<file path="src/soc_defs.svh">
`ifndef SOC_DEFS_SVH
`define SOC_DEFS_SVH

// --------------------------------------------------
// Memory map, segment is address bits 31:28
// --------------------------------------------------

// Tightly-coupled memory
`define SEG_TCM 4'h0

// Uncached device window
`define SEG_DEV 4'hC

// System devices
`define SEG_SYS 4'hF

// Sub-select of the system segment, address bits 19:16
`define SYSDEV_CLINT 4'h0

// --------------------------------------------------
// TCM size
// --------------------------------------------------

// Depth in 32-bit words
`define TCM_WORDS 1024

// --------------------------------------------------
// Interrupt unit register map, word index is address bits 4:2
// --------------------------------------------------

`define CLINT_MSIP        3'd0
`define CLINT_MTIMECMP_LO 3'd2
`define CLINT_MTIMECMP_HI 3'd3
`define CLINT_MTIME_LO    3'd4
`define CLINT_MTIME_HI    3'd5

`endif

</file>
<file path="src/soc_pkg.sv">
`default_nettype none

// Types shared by the uncore blocks
package soc_pkg;

    // --------------------------------------------------
    // Bus words
    // --------------------------------------------------

    // Data or address word on every port
    typedef logic [31:0] word_t;

    // One enable bit per byte lane of a word
    typedef logic [3:0] byte_en_t;

    // --------------------------------------------------
    // Data-side targets
    // --------------------------------------------------

    // Where a data access lands, picked from the top address nibble
    typedef enum logic [1:0] {
        TGT_TCM = 2'd0,
        TGT_MEM = 2'd1,
        TGT_DEV = 2'd2,
        TGT_SYS = 2'd3
    } target_e;

endpackage

`default_nettype wire

</file>
<file path="src/clint.sv">
`default_nettype none
`timescale 1ns/1ps
`include "soc_defs.svh"

module clint import soc_pkg::*; (
    input  wire logic       clk_i,
    input  wire logic       rst_n_i,
    // Register access from the router
    input  wire logic       en_i,
    input  wire logic       we_i,
    input  wire logic [2:0] idx_i,
    input  wire word_t      data_i,
    output word_t           data_o,
    output logic            ready_o,
    // Interrupt lines
    output logic            tmr_irq_o,
    output logic            sft_irq_o
);

    logic [63:0] mtime;
    logic [63:0] mtimecmp;
    logic        msip;
    word_t       rd_word;

    // --------------------------------------------------
    // Registers
    // --------------------------------------------------

    // mtime free-runs, software cannot load it
    always_ff @(posedge clk_i) begin
        if (!rst_n_i) begin
            mtime    <= '0;
            mtimecmp <= '1;
            msip     <= 1'b0;
        end else begin
            mtime <= mtime + 64'd1;
            if (en_i && we_i) begin
                case (idx_i)
                    `CLINT_MSIP:        msip <= data_i[0];
                    `CLINT_MTIMECMP_LO: mtimecmp[31:0] <= data_i;
                    `CLINT_MTIMECMP_HI: mtimecmp[63:32] <= data_i;
                    default: ;
                endcase
            end
        end
    end

    // --------------------------------------------------
    // Read path
    // --------------------------------------------------

    // Holes in the map read as zero
    always_comb begin
        case (idx_i)
            `CLINT_MSIP:        rd_word = {31'd0, msip};
            `CLINT_MTIMECMP_LO: rd_word = mtimecmp[31:0];
            `CLINT_MTIMECMP_HI: rd_word = mtimecmp[63:32];
            `CLINT_MTIME_LO:    rd_word = mtime[31:0];
            `CLINT_MTIME_HI:    rd_word = mtime[63:32];
            default:            rd_word = '0;
        endcase
    end

    always_ff @(posedge clk_i) begin
        if (en_i) begin
            data_o <= rd_word;
        end
    end

    // One-cycle access latency
    always_ff @(posedge clk_i) begin
        if (!rst_n_i) begin
            ready_o <= 1'b0;
        end else begin
            ready_o <= en_i;
        end
    end

    // --------------------------------------------------
    // Interrupts
    // --------------------------------------------------

    // Timer fires once mtime catches up with the compare value
    always_ff @(posedge clk_i) begin
        if (!rst_n_i) begin
            tmr_irq_o <= 1'b0;
        end else begin
            tmr_irq_o <= (mtime >= mtimecmp);
        end
    end

    assign sft_irq_o = msip;

endmodule

`default_nettype wire

</file>
<file path="config.mk">
export PLATFORM = sky130hd
export DESIGN_NAME = clint
export DESIGN_NICKNAME = d
export VERILOG_FILES = /design/src/soc_pkg.sv /design/src/clint.sv
export VERILOG_INCLUDE_DIRS = /design/src /design/src/src
export SDC_FILE = /design/constraint.sdc
export NUM_CORES = 1
export LEC_CHECK = 0
export BUFFER_PORTS_ARGS = -buffer_cell sky130_fd_sc_hd__clkbuf_2
export CAP_MARGIN = 20
export CORE_MARGIN = 2
export CORE_UTILIZATION = 35
export CTS_CLUSTER_SIZE = 16
export DETAILED_ROUTE_END_ITERATION = 8
export GPL_TIMING_DRIVEN = 0
export PLACE_DENSITY = 0.49
export SLEW_MARGIN = 10
export SYNTH_ARGS = -nofsm -noshare
export SYNTH_HDL_FRONTEND = slang
export SYNTH_SLANG_ARGS = --single-unit
</file>
<file path="constraint.sdc">
create_clock -name clk_i -period 2.7 [get_ports clk_i]
set_clock_uncertainty 0.05 [all_clocks]
set_input_delay 0.135 -clock clk_i [delete_from_list [all_inputs] [get_ports clk_i]]
set_output_delay 0.135 -clock clk_i [all_outputs]
set_load 0.005 [all_outputs]
</file>
; Yosys cells after proc, flatten, opt, wreduce, memory -nomap -nowiden
; Cells that the tools add are included.
[classes]
multipliers = 0
div_mod_pow = 0
n_eq_ne = 4
addsub = 1
n_lt_le_gt_ge = 1
n_mux = 1
reduce_logical = 5
n_bitwise = 0
shift = 0
[op_table]
columns = operator, count
row1 = one-hot mux 32 bit (5 select lines), 1
row2 = adder 64 x 1 -> 64 bit (second input constant), 1
row3 = >= comparator 64 bit, 1
row4 = equality test 3 x 2 -> 1 bit (second input constant), 2
row5 = equality test 3 bit (second input constant), 2
row6 = AND reduction 2 bit, 3
row7 = logical NOT 3 bit, 1
row8 = logical AND 1 bit, 1
[word_totals]
ramBits = 0
output_inout_bits = 35
mem_count = 0
rom_bits = 0
reg_bits = 163
wordCells = 19
in_bits = 39
latch_bits = 0

; Logic depth before layout (Yosys ltp)
[depth]
ltp_word = 2
ltp_mapped = 8

; Worst setup path after synthesis
; No wires, ideal clock.
[synth_path]
path_type = register -> register
startpoint = register mtime[9]
endpoint = register mtime[29]
slack_ns = 0.530
stages_incl_launch_ff = 7
synth_period_minus_slack_ns = 2.170
n_path_buf = 0
arrival_time_ns = 2.005
cell_sequence = dfxtp_1 -> and4_4 -> nand3_4 -> or3_4 -> or4_4 -> xnor2_1 -> and2_1
[synth_via]
elab_chain_len = 1
[synth_rtl]
columns = element, line
row1 = "start, declared", clint.sv:20  ; logic [63:0] mtime;
row2 = "start signal, assigned", clint.sv:36  ; mtime <= mtime + 64'd1;
row3 = adder 64 x 1 -> 64 bit, clint.sv:36
; No other way between the ends.
; A chain may end at the register's enable or synchronous reset.

; Final worst setup path
[layout_path]
startpoint = register mtime[5]
endpoint = register tmr_irq_o
[layout_via]
elab_chain_len = 1
[layout_rtl]
columns = element, line
row1 = >= comparator 64 bit, clint.sv:88  ; tmr_irq_o <= (mtime >= mtimecmp);
row2 = "end signal, assigned", clint.sv:88
row3 = "end, declared", clint.sv:16  ; output logic tmr_irq_o,
; No other way between the ends.

==> flow_summary.json <==
{
  "whs_path_depth": 4,
  "cp_num_cells": 7,
  "slew_headroom": 0.244,
  "fin_ws_ns": 0.101,
  "grt_max_degree": 36,
  "status": "finished clean",
  "cp.arrival_ns": 2.82,
  "track_usage": 0.220,
  "fin_crit_sh": 0.962,
  "clock_latency_ns": 0.43,
  "fin_crit_ns": 2.60,
  "pwr_density_cell_nw_per_um2": 543,
  "synth_mux_area_frac": 0.00237,
  "critPathMaxStageDelay_ns": 0.45,
  "tritoncts": "built",
  "fin_nets": 1157,
  "yosys.area_share.simple": 0.206,
  "synth_top_area_frac": 0.310,
  "synth_top_cell_by_area": "dfxtp_1",
  "initial_core_util": 0.358,
  "cts_buffers": 17,
  "grt_remaining_overflow": 0,
  "ant_nets": 0,
  "hold_class": "input pin to register",
  "synth_top_family_by_area": "simple AND/OR/NAND/NOR gates",
  "syn_inst": 922,
  "final-seq-area_um2": 3580,
  "r2r_cells": 7,
  "rows": 56,
  "ys_seq_area_frac": 0.424,
  "antenna_found_initial": 0,
  "post_drt_wl_per_cell_um": 20.0,
  "reg2reg_to": "tmr_irq_o$_SDFF_PN0_",
  "synth-xor-area-share": 0.0580,
  "clock.fmax_mhz": 385,
  "max-cap-violations": 0,
  "dp_cells": 1315,
  "core_area_um2": 23600,
  "synth_ff_type": "dfxtp_1",
  "dpl_cell_area_um2": 9230,
  "clk_pin_slew_ns": 0.07,
  "pre_cts_slack_ns": -0.117,
  "synth_warnings": 0,
  "reg2reg_from": "mtime[5]$_SDFF_PN0_",
  "gp_congestion": 0.833,
  "ir_worst_vdd_mv": 0.325,
  "synth_cell_types": 47,
  "fin_cells": 1385,
  "grt_pass1_wl_mm": 42.4,
  "io_pins": 74,
  "die_area_um2": 25400,
  "p_total_mw": 5.57,
  "drtPass1Iterations": 5,
  "required_ns": 2.92,
  "cts_htree_levels": 4,
  "cp_common_cell": "o21ai_0",
  "post-dp-hpwl_mm": 19.6,
  "ys_top_cells_by_area": "dfxtp_1 (31%), edfxtp_1 (11%), ha_1 (9.6%)",
  "root_buffer": "clkbuf_16",
  "yosysMostFrequentCell": "dfxtp_1",
  "critical-path-top-delay-family": "compound AO/OA/AOI/OAI gates",
  "netlist_area_um2": 8450,
  "die_w_um": 159,
  "worstSetupStartpointType": "register",
  "hold_start": "idx_i[1]",
  "path_cells": "ha_1 -> a21oi_1 -> o21ai_0 -> a221o_1 -> o31a_1 -> a2111oi_2 -> o21ai_0",
  "io_buffers": 72,
  "critPathKind": "register to register",
  "tightest_slew_ns": 1.13,
  "clock-sinks": 163,
  "cp_slowest_cell": "dfxtp_1",
  "drt_iter0_markers": 562,
  "drcViolationCount": 0,
  "endpoint_kind": "register",
  "nFillCells": 2407,
  "synthAdderAreaFrac": 0.0962,
  "grt_pass1_vias": 7082,
  "setup_violations": 0,
  "design_area_um2": 10300,
  "worstHoldEndpoint": "sft_irq_o$_SDFFE_PN0P_",
  "syn_area_per_cell_um2": 9.17,
  "cp_max_fo": 5,
  "p_leak_nw": 4.72,
  "regToRegSetupSlack_ns": 0.10,
  "path_buf_inv": 0,
  "area_growth_pct": 21.4,
  "clockBufferDepth": 2,
  "synthTopCellsByCount": "dfxtp_1 (131), nand2_1 (129), inv_1 (70)",
  "drt_wl_total_mm": 27.7,
  "layout-drive-gt1-share": 0.117,
  "via_count": 7296,
  "synthArstFlopShare": 0,
  "multiInputGateArea_um2": 4460,
  "viasPerCell": 5.27,
  "synth_edf_count": 32,
  "n_antenna_cell": 0,
  "ys_ff_latch": 163,
  "grt_setup_unrepaired": "false",
  "hold_viol_final": 0,
  "synth_nets": 1026,
  "synth_compound_area_frac": 0.161,
  "report.final.slew_viol_count": 0,
  "fp.dieH_um": 159
}
worst max-delay path by stage:
stage,end,startpoint
finish,tmr_irq_o$_SDFF_PN0_,mtime[5]$_SDFF_PN0_
global route,mtime[38]$_SDFF_PN0_,mtime[6]$_SDFF_PN0_
detailed placement,mtime[50]$_SDFF_PN0_,mtime[0]$_SDFF_PN0_
global placement,mtimecmp[53]$_SDFFE_PN1P_,en_i
floorplan,mtime[29]$_SDFF_PN0_,mtime[9]$_SDFF_PN0_
CTS,tmr_irq_o$_SDFF_PN0_,mtime[5]$_SDFF_PN0_
state kept, by name (all words and copies together) (netlist names):
register and cells:
data_o 32, mtime 64, mtimecmp 64, ready_o 1
sft_irq_o 1, tmr_irq_o 1
layer usage:
metal	global-route usage	routed length (µm)	vias up
met5	0	0	-
met3	0.0404	1460	34
li1	-	-	3565
met1	0.311	13500	3498
met4	0.0620	484	0
met2	0.343	12200	199
cell usage in the layout, fill, tap and decap left out, types with 5 or more instances in the layout:
cell type	count
a21oi_1	27
dfxtp_1	131
nor2_1	13
inv_1	70
clkbuf_2	72
and4_1	6
a22oi_1	63
and2_1	61
a21boi_0	6
clkbuf_16	17
clkbuf_1	48
nor2b_1	6
and3_1	10
nand4_1	33
xnor2_1	48
ha_1	65
nand2_1	129
xor2_1	8
or3_1	5
nor4_1	6
o21ai_0	15
dlygate4sd3_1	32
nand3_1	36
buf_4	8
a21o_1	8
edfxtp_1	32
o211ai_1	67
cell type report:
class / instances / share of cell area
Buffer: 45 / 0.0177
Clock buffer: 27 / 0.0490
Clock inverter: 5 / 0.0122
Inverter: 70 / 0.0256
Multi-Input combinational cell: 644 / 0.435
Sequential cell: 163 / 0.349
Tap cell: 319 / 0.0389
Timing Repair Buffer: 112 / 0.0720
logic make-up (layout without fill, tap and decap cells):
logic type / count (synthesis) / after routing
AND/OR/NAND/NOR: 327 / 327
AO/OA/AOI/OAI: 194 / 194
flip-flops: 163 / 163
XOR/XNOR: 56 / 56
multiplexers: 2 / 2
buffers and inverters: 115 / 259
adder cells (fa/ha/maj): 65 / 65
worst min-delay path, stage by stage:
cell and delay, ns:
clkbuf_2 0.11, nor4_1 0.06, mux2i_1 0.13, nor2b_1 0.05
power by group:
| group | internal (mW) | switching (mW) |
|---|---|---|
| clock | 1.65 | 0.993 |
| combinational | 0.138 | 0.218 |
| sequential | 2.55 | 0.0271 |
| total | 4.34 | 1.24 |
stage by stage:
stage                util  TNS (ns)  hold WS [ns]
floorplan               -         0         0.197
CTS                 0.433         0        0.0599
detailed placement  0.391    -0.911         0.334
global placement    0.390    -36.67         0.331
finish              0.434         0        0.0683
global route        0.434         0        0.0781
repair_timing:
| action | CTS | global route |
|---|---|---|
| resized for setup | 2 | 4 |
| setup buffers | 6 | 0 |
| hold buffers | 32 | 0 |
| pin swaps | 2 | 0 |
| endpoints found under the hold margin | 65 | 0 |
| setup endpoints to repair | 21 | 4 |
Note: power is estimated with default switching activity, not from simulation.
