$ cat src/soc_defs.svh
`ifndef SOC_DEFS_SVH
`define SOC_DEFS_SVH

// --------------------------------------------------
// Memory map, segment is address bits 31:28
// --------------------------------------------------

// Tightly-coupled memory
`define SEG_TCM 4'h0

// Uncached device window
`define SEG_DEV 4'hC

// System devices
`define SEG_SYS 4'hF

// Sub-select of the system segment, address bits 19:16
`define SYSDEV_CLINT 4'h0

// --------------------------------------------------
// TCM size
// --------------------------------------------------

// Depth in 32-bit words
`define TCM_WORDS 1024

// --------------------------------------------------
// Interrupt unit register map, word index is address bits 4:2
// --------------------------------------------------

`define CLINT_MSIP        3'd0
`define CLINT_MTIMECMP_LO 3'd2
`define CLINT_MTIMECMP_HI 3'd3
`define CLINT_MTIME_LO    3'd4
`define CLINT_MTIME_HI    3'd5

`endif

$ cat src/soc_pkg.sv
`default_nettype none

// Types shared by the uncore blocks
package soc_pkg;

    // --------------------------------------------------
    // Bus words
    // --------------------------------------------------

    // Data or address word on every port
    typedef logic [31:0] word_t;

    // One enable bit per byte lane of a word
    typedef logic [3:0] byte_en_t;

    // --------------------------------------------------
    // Data-side targets
    // --------------------------------------------------

    // Where a data access lands, picked from the top address nibble
    typedef enum logic [1:0] {
        TGT_TCM = 2'd0,
        TGT_MEM = 2'd1,
        TGT_DEV = 2'd2,
        TGT_SYS = 2'd3
    } target_e;

endpackage

`default_nettype wire

$ cat src/mem_map_router.sv
`default_nettype none
`timescale 1ns/1ps
`include "soc_defs.svh"

module mem_map_router import soc_pkg::*; (
    input  wire logic     clk_i,
    input  wire logic     rst_n_i,
    // Core side
    input  wire logic     code_req_i,
    input  wire word_t    code_addr_i,
    output logic          code_ready_o,
    output word_t         code_o,
    input  wire logic     data_req_i,
    input  wire word_t    data_addr_i,
    input  wire logic     data_rw_i,
    input  wire byte_en_t data_be_i,
    input  wire word_t    data_wdata_i,
    output logic          data_ready_o,
    output word_t         data_rdata_o,
    // External ports
    output logic          imem_strobe_o,
    output word_t         imem_addr_o,
    input  wire logic     imem_ready_i,
    input  wire word_t    imem_data_i,
    output logic          dmem_strobe_o,
    output word_t         dmem_addr_o,
    output logic          dmem_rw_o,
    output byte_en_t      dmem_be_o,
    output word_t         dmem_wdata_o,
    input  wire logic     dmem_ready_i,
    input  wire word_t    dmem_rdata_i,
    output logic          dev_strobe_o,
    output word_t         dev_addr_o,
    output logic          dev_rw_o,
    output byte_en_t      dev_be_o,
    output word_t         dev_wdata_o,
    input  wire logic     dev_ready_i,
    input  wire word_t    dev_rdata_i,
    // TCM and interrupt unit
    output logic          tcm_code_en_o,
    output word_t         tcm_code_idx_o,
    input  wire word_t    tcm_code_i,
    input  wire logic     tcm_code_ready_i,
    output logic          tcm_data_en_o,
    output logic          tcm_data_we_o,
    output word_t         tcm_data_idx_o,
    input  wire word_t    tcm_data_i,
    input  wire logic     tcm_data_ready_i,
    output logic          clint_en_o,
    output logic          clint_we_o,
    output logic [2:0]    clint_idx_o,
    input  wire word_t    clint_data_i,
    input  wire logic     clint_ready_i
);

    target_e data_tgt, data_tgt_r;
    logic    code_is_tcm, code_tcm_r, sys_hit, clint_hit, fake_stb_r;
    logic    dmem_ready_r, dev_ready_r, imem_ready_r;
    word_t   dmem_rdata_r, dev_rdata_r, imem_data_r;

    // --------------------------------------------------
    // Decode
    // --------------------------------------------------

    assign code_is_tcm = (code_addr_i[31:28] == `SEG_TCM);

    always_comb begin
        case (data_addr_i[31:28])
            `SEG_TCM: data_tgt = TGT_TCM;
            `SEG_DEV: data_tgt = TGT_DEV;
            `SEG_SYS: data_tgt = TGT_SYS;
            default:  data_tgt = TGT_MEM;
        endcase
    end

    // System segment splits on bits 19:16
    assign sys_hit   = (data_tgt == TGT_SYS);
    assign clint_hit = sys_hit && (data_addr_i[19:16] == `SYSDEV_CLINT);

    // --------------------------------------------------
    // Request steering
    // --------------------------------------------------

    // Code side, word index keeps the segment aliased inside the TCM
    assign tcm_code_en_o  = code_req_i && code_is_tcm;
    assign tcm_code_idx_o = {2'b00, code_addr_i[31:2]};
    assign imem_strobe_o  = code_req_i && !code_is_tcm;
    assign imem_addr_o    = code_addr_i;

    // Data side, one strobe per target
    assign tcm_data_en_o  = data_req_i && (data_tgt == TGT_TCM);
    assign tcm_data_we_o  = data_rw_i && (data_tgt == TGT_TCM);
    assign tcm_data_idx_o = {2'b00, data_addr_i[31:2]};
    assign dmem_strobe_o  = data_req_i && (data_tgt == TGT_MEM);
    assign dmem_addr_o    = data_addr_i;
    assign dmem_rw_o      = data_rw_i;
    assign dmem_be_o      = data_be_i;
    assign dmem_wdata_o   = data_wdata_i;
    assign clint_en_o     = data_req_i && clint_hit;
    assign clint_we_o     = data_rw_i && clint_hit;
    assign clint_idx_o    = data_addr_i[4:2];

    // Device window shows nothing outside its own segment
    assign dev_strobe_o = data_req_i && (data_tgt == TGT_DEV);
    assign dev_rw_o     = data_rw_i && (data_tgt == TGT_DEV);
    assign dev_be_o     = data_be_i;
    assign dev_addr_o   = (data_tgt == TGT_DEV) ? data_addr_i : '0;
    assign dev_wdata_o  = (data_tgt == TGT_DEV) ? data_wdata_i : '0;

    // --------------------------------------------------
    // Registered targets and external replies
    // --------------------------------------------------

    always_ff @(posedge clk_i) begin
        if (!rst_n_i) begin
            data_tgt_r   <= TGT_MEM;
            code_tcm_r   <= 1'b0;
            fake_stb_r   <= 1'b0;
            dmem_ready_r <= 1'b0;
            dev_ready_r  <= 1'b0;
            imem_ready_r <= 1'b0;
        end else begin
            data_tgt_r   <= data_tgt;
            code_tcm_r   <= code_is_tcm;
            // Anything off the CLINT sub-select answers next cycle
            fake_stb_r   <= data_req_i && sys_hit && !clint_hit;
            dmem_ready_r <= dmem_ready_i;
            dev_ready_r  <= dev_ready_i;
            imem_ready_r <= imem_ready_i;
        end
    end

    // Reply data follows its ready by the same cycle
    always_ff @(posedge clk_i) begin
        dmem_rdata_r <= dmem_rdata_i;
        dev_rdata_r  <= dev_rdata_i;
        imem_data_r  <= imem_data_i;
    end

    // --------------------------------------------------
    // Response mux
    // --------------------------------------------------

    always_comb begin
        case (data_tgt_r)
            TGT_TCM: begin
                data_ready_o = tcm_data_ready_i;
                data_rdata_o = tcm_data_i;
            end
            TGT_MEM: begin
                data_ready_o = dmem_ready_r;
                data_rdata_o = dmem_rdata_r;
            end
            TGT_DEV: begin
                data_ready_o = dev_ready_r;
                data_rdata_o = dev_rdata_r;
            end
            default: begin
                data_ready_o = clint_ready_i || fake_stb_r;
                data_rdata_o = fake_stb_r ? '0 : clint_data_i;
            end
        endcase
    end

    assign code_ready_o = code_tcm_r ? tcm_code_ready_i : imem_ready_r;
    assign code_o       = code_tcm_r ? tcm_code_i : imem_data_r;

endmodule

`default_nettype wire

$ cat config.mk
export PLATFORM = sky130hd
export DESIGN_NAME = mem_map_router
export DESIGN_NICKNAME = d
export VERILOG_FILES = /design/src/soc_pkg.sv /design/src/mem_map_router.sv
export VERILOG_INCLUDE_DIRS = /design/src /design/src/src
export SDC_FILE = /design/constraint.sdc
export NUM_CORES = 1
export LEC_CHECK = 0
export ABC_CLOCK_PERIOD_IN_PS = 1930
export BUFFER_PORTS_ARGS = -buffer_cell sky130_fd_sc_hd__buf_2
export CAP_MARGIN = 10
export CORE_AREA = 2 2 241 243
export CTS_BUF_LIST = sky130_fd_sc_hd__clkbuf_2 sky130_fd_sc_hd__clkbuf_4 sky130_fd_sc_hd__clkbuf_8
export DETAILED_ROUTE_END_ITERATION = 16
export DIE_AREA = 0 0 243 245
export GPL_TIMING_DRIVEN = 1
export HOLD_SLACK_MARGIN = 0.15
export PLACE_DENSITY = 0.3
export SLEW_MARGIN = 25
export SYNTH_ARGS = -nofsm -noshare
export SYNTH_HDL_FRONTEND = slang
export SYNTH_SLANG_ARGS = --single-unit
$ cat constraint.sdc
create_clock -name clk_i -period 1.93 [get_ports clk_i]
set_input_delay 0.2895 -clock clk_i [delete_from_list [all_inputs] [get_ports clk_i]]
set_output_delay 0.2895 -clock clk_i [all_outputs]
set_load 0.02 [all_outputs]
Yosys cells after proc, flatten, opt, wreduce, memory -nomap -nowiden
Cells that the tools add are included.

Bits in registers: 103. Output and inout port bits: 311. Word-level logic and storage cells: 44.

Reduce and logical (&&, ||, !) cells: 20. Eq/ne operators: 7. Mux-type cells: 8.

Operators with widths (number): 32-bit 2-to-1 mux (4); 32-bit one-hot mux with 3 select lines (1); 1-bit logical AND (12); 4-bit logical NOT (3); 4-bit equality test (second input constant) (2); 2-bit equality test (second input constant) (3); 2-bit one-hot mux with 3 select lines (1); 2-bit by 1-bit equality test with 1-bit output (second input constant) (2); 2-bit logical NOT (2); 1-bit one-hot mux with 3 select lines (1); 1-bit logical NOT (2); 1-bit logical OR (1); 1-bit 2-to-1 mux (1).

Depth between registers and ports, before layout
Depth in word-level cells: 6. Mapped depth: 4.

Worst setup path before layout
Ideal clock, no wire load.

Kind: register to output. From: reg data_tgt_r[0]. To: out data_rdata_o[0]. Setup slack: 0.376 ns. Stages on the path, launching flop included: 4. Buffers on the path: 2. Data arrival time: 1.265 ns. Cell sequence: dfxtp_1 > buf_2 > buf_4 > mux4_2.

Word-level cells in the longest chain between the ends: 2. Elaborated cells on any way between the ends: 4.

Ends and longest elaborated chain: start: declaration (line mem_map_router.sv:56) `target_e data_tgt, data_tgt_r;`; start signal: assignment (line mem_map_router.sv:123) `data_tgt_r <= data_tgt;`; 2-bit equality test (tied with other cells) (line mem_map_router.sv:145) `case (data_tgt_r)`; 32-bit one-hot mux with 3 select lines * (line mem_map_router.sv:145); end: declaration (line mem_map_router.sv:19) `output word_t data_rdata_o,`.

Mark *: on every way between the ends. The rest lies on a longest branch, timed or not.

Worst setup path after layout
From: reg data_tgt_r[0]. To: out data_rdata_o[8].

The elaborated chain is that of the path after synthesis.

==> results.json <==
{
  "nFillCells": 6495,
  "maxSlewHeadroom_pct": 63.5,
  "avgSynthCellArea_sq_um": 11.1,
  "rows": 88,
  "p_sw_share_pct": 30.4,
  "die_y_microns": 245,
  "rsz0062_at_grt": "yes",
  "gp_congestion": 0.751,
  "p_leak_nw": 4.38,
  "worstSetupPathType": "reg -> out",
  "violations": "setup timing",
  "grt_pass1_vias": 5259,
  "drc_errors": 0,
  "via_per_inst": 2.91,
  "finalSetupViolCount": 33,
  "endpoint_kind": "output port",
  "tritoncts": "yes",
  "synthDistinctLibCells": 25,
  "ys_seq_area_share_pct": 38.4,
  "p_comb_share_pct": 27.0,
  "yosysWarnings": 0,
  "crit_chain": "buf_12 -> buf_16 -> mux4_2 -> buf_6",
  "p_switching_mw": 1.56,
  "max-cap-violations": 0,
  "synth-seq-cells": 103,
  "grt_overflow": 0,
  "max_stage_delay_ns": 0.51,
  "wl_microns": 22800,
  "ant_nets": 0,
  "fin_crit_ns": 2.04,
  "coreArea_sq_um": 57000,
  "hp-class": "in -> reg",
  "initial_core_util_pct": 9.43,
  "drt_iter0_drc": 81,
  "p_total_mw": 5.13,
  "area_growth_pct": 69.2,
  "grt_max_degree": 65,
  "final_util_pct": 16.0,
  "fin_crit_sh_pct": 106,
  "vias": 4968,
  "yosys-top-cells-area": "dfxtp_1, buf_4, mux4_2",
  "p_int_mw": 3.57,
  "multi_input_area_sq_um": 1900,
  "start_kind": "flop",
  "fmax_mhz": 490,
  "power_density_nw_per_um2": 564,
  "clk_root_buffer_cell": "clkbuf_8",
  "wl_per_cell_microns": 13.4,
  "dr.pass1.iters": 4,
  "vdd_drop_max_v": 0.000244,
  "grt_pass1_wl_microns": 31700,
  "synth_top_area_share_pct": 38.4,
  "critPathArrivalTime_ns": 1.75,
  "nets": 1238,
  "yosysTopAreaCell": "dfxtp_1",
  "antenna_found_initial": 3,
  "cts.htree.levels": 3,
  "cts-buffers-inserted": 9,
  "place_area_sq_um": 7650,
  "dp_hpwl_microns": 18200,
  "stdcell_area_sq_um": 9100,
  "die-area_sq_um": 59500,
  "slew_viol_final": 0,
  "seqCellArea_sq_um": 2070,
  "die_w_microns": 243,
  "grt_util_all_layers_pct": 7.30,
  "drive_gt1_share_pct": 65.9,
  "critPathMaxFanout": 6,
  "cp.required_ns": 1.64,
  "seqPwrFrac_pct": 44.1,
  "max_slew.worst_pin.slew_ns": 0.542,
  "port_buffers": 513,
  "clock-sinks": 103,
  "ioPinCount": 614,
  "clockBufferDepth": 2,
  "finalHoldViolCount": 0,
  "clk_pin_slew_ns": 0.11,
  "synth_cells": 484,
  "synth_area_sq_um": 5380,
  "p_clk_share_pct": 28.9,
  "run_status": "finished, violations left",
  "setup_slack_ns": -0.109,
  "cpMaxStageDelayCell": "mux4_2"
}
## timing repair
item                                   in CTS  in global routing
endpoints found under the hold margin      99                  0
resized for setup                          34                 14
pin swaps                                   0                  1
setup endpoints to repair                  33                 33
buffers inserted                            4                  0
hold buffers                               99                  0
cloned                                      2                  0
## worst paths after layout
path	startpoint	endpoint	slack (ns)	cells past startpoint
max	data_tgt_r[0]	data_rdata_o[8]	-0.11	4
min	rst_n_i	data_tgt_r[0]	0.24	2
## power by group through the flow
stage | clock network (mW) | logic [mW] | registers, mW
after global placement | 0 | 1.18 | 2.31
after detailed placement | 0 | 1.18 | 2.32
after global routing | 1.66 | 1.47 | 2.28
final | 1.48 | 1.39 | 2.26
after floorplan | 0 | 0.932 | 2.30
after CTS | 1.60 | 1.40 | 2.27
## worst max-delay path, delay by kind of cell (launching register included)
kind     cells  cell delay [ns]
buf+inv      3             0.42
mux          1             0.51
flops        1             0.40
## kinds of logic after synthesis
family                    after synthesis  share of synthesized area (%)
other                                   1                         0.0697
AOI/OAI and AO/OA                       2                          0.326
and+or+nand+nor                       115                           13.7
buffers and inverters                 196                           26.7
DFF                                   103                           38.4
xor gates and xnor gates                1                          0.163
muxes                                  66                           20.7
## layout make-up
type,count,share of cell area [%]
sequential,103,22.8
timing repair buffer,631,43.6
clock inverter,5,0.646
antenna,4,0.110
multi-input combinational,190,20.9
clock buffer,11,1.53
tap,765,10.5
## flip-flops by register name, summed over array words and instances, names as in the netlist
signal and flops:
dmem_ready_r 1, dev_ready_r 1, data_tgt_r 2, code_tcm_r 1, imem_ready_r 1, dmem_rdata_r 32
dev_rdata_r 32, fake_stb_r 1, imem_data_r 32
## stage by stage
stage	TNS (ns)	std cells	hold slack (ns)	worst slack (ns)
after CTS	-5.13	1705	0.200	-0.189
after floorplan	0	489	0.317	0.376
after global routing	-5.52	1706	0.211	-0.205
after detailed placement	0	1584	0.393	0.119
after global placement	0	1584	0.393	0.106
final	-2.49	1709	0.237	-0.109
## placed cells by master (no fill, tap or decap), types with 2 or more instances in the layout
| master | count |
|---|---|
| and2_1 | 69 |
| mux4_2 | 33 |
| clkbuf_8 | 9 |
| clkinvlp_4 | 2 |
| buf_6 | 19 |
| buf_8 | 2 |
| dfxtp_4 | 2 |
| diode_2 | 4 |
| nor4_1 | 3 |
| buf_16 | 2 |
| and2b_1 | 3 |
| and3_1 | 2 |
| buf_2 | 494 |
| mux2_2 | 33 |
| dfxtp_1 | 100 |
| buf_4 | 8 |
| nor2b_1 | 30 |
| buf_12 | 7 |
| dlygate4sd3_1 | 99 |
| clkbuf_4 | 2 |
| conb_1 | 6 |
## Yosys cell counts (all sizes together)
cell type	n
buf	190
dfxtp	103
and2	69
mux2	33
mux4	33
nor2b	30
clkbuf	6
and2b	3
nor4	3
and3	2
and4	1
and4bb	1
conb	1
nand2	1
nand4	1
nor3	1
nor4bb	1
o21a	1
o311a	1
or2	1
or4b	1
xor2	1
## layer usage
metal / track usage (%) / vias up / wire length (microns)
li1: - / 2327 / -
met1: 7.02 / 2246 / 7890
met2: 14.1 / 356 / 12300
met3: 2.42 / 37 / 1900
met4: 3.23 / 2 / 702
met5: 0 / - / 13
Power figures use the tool's default switching activity.
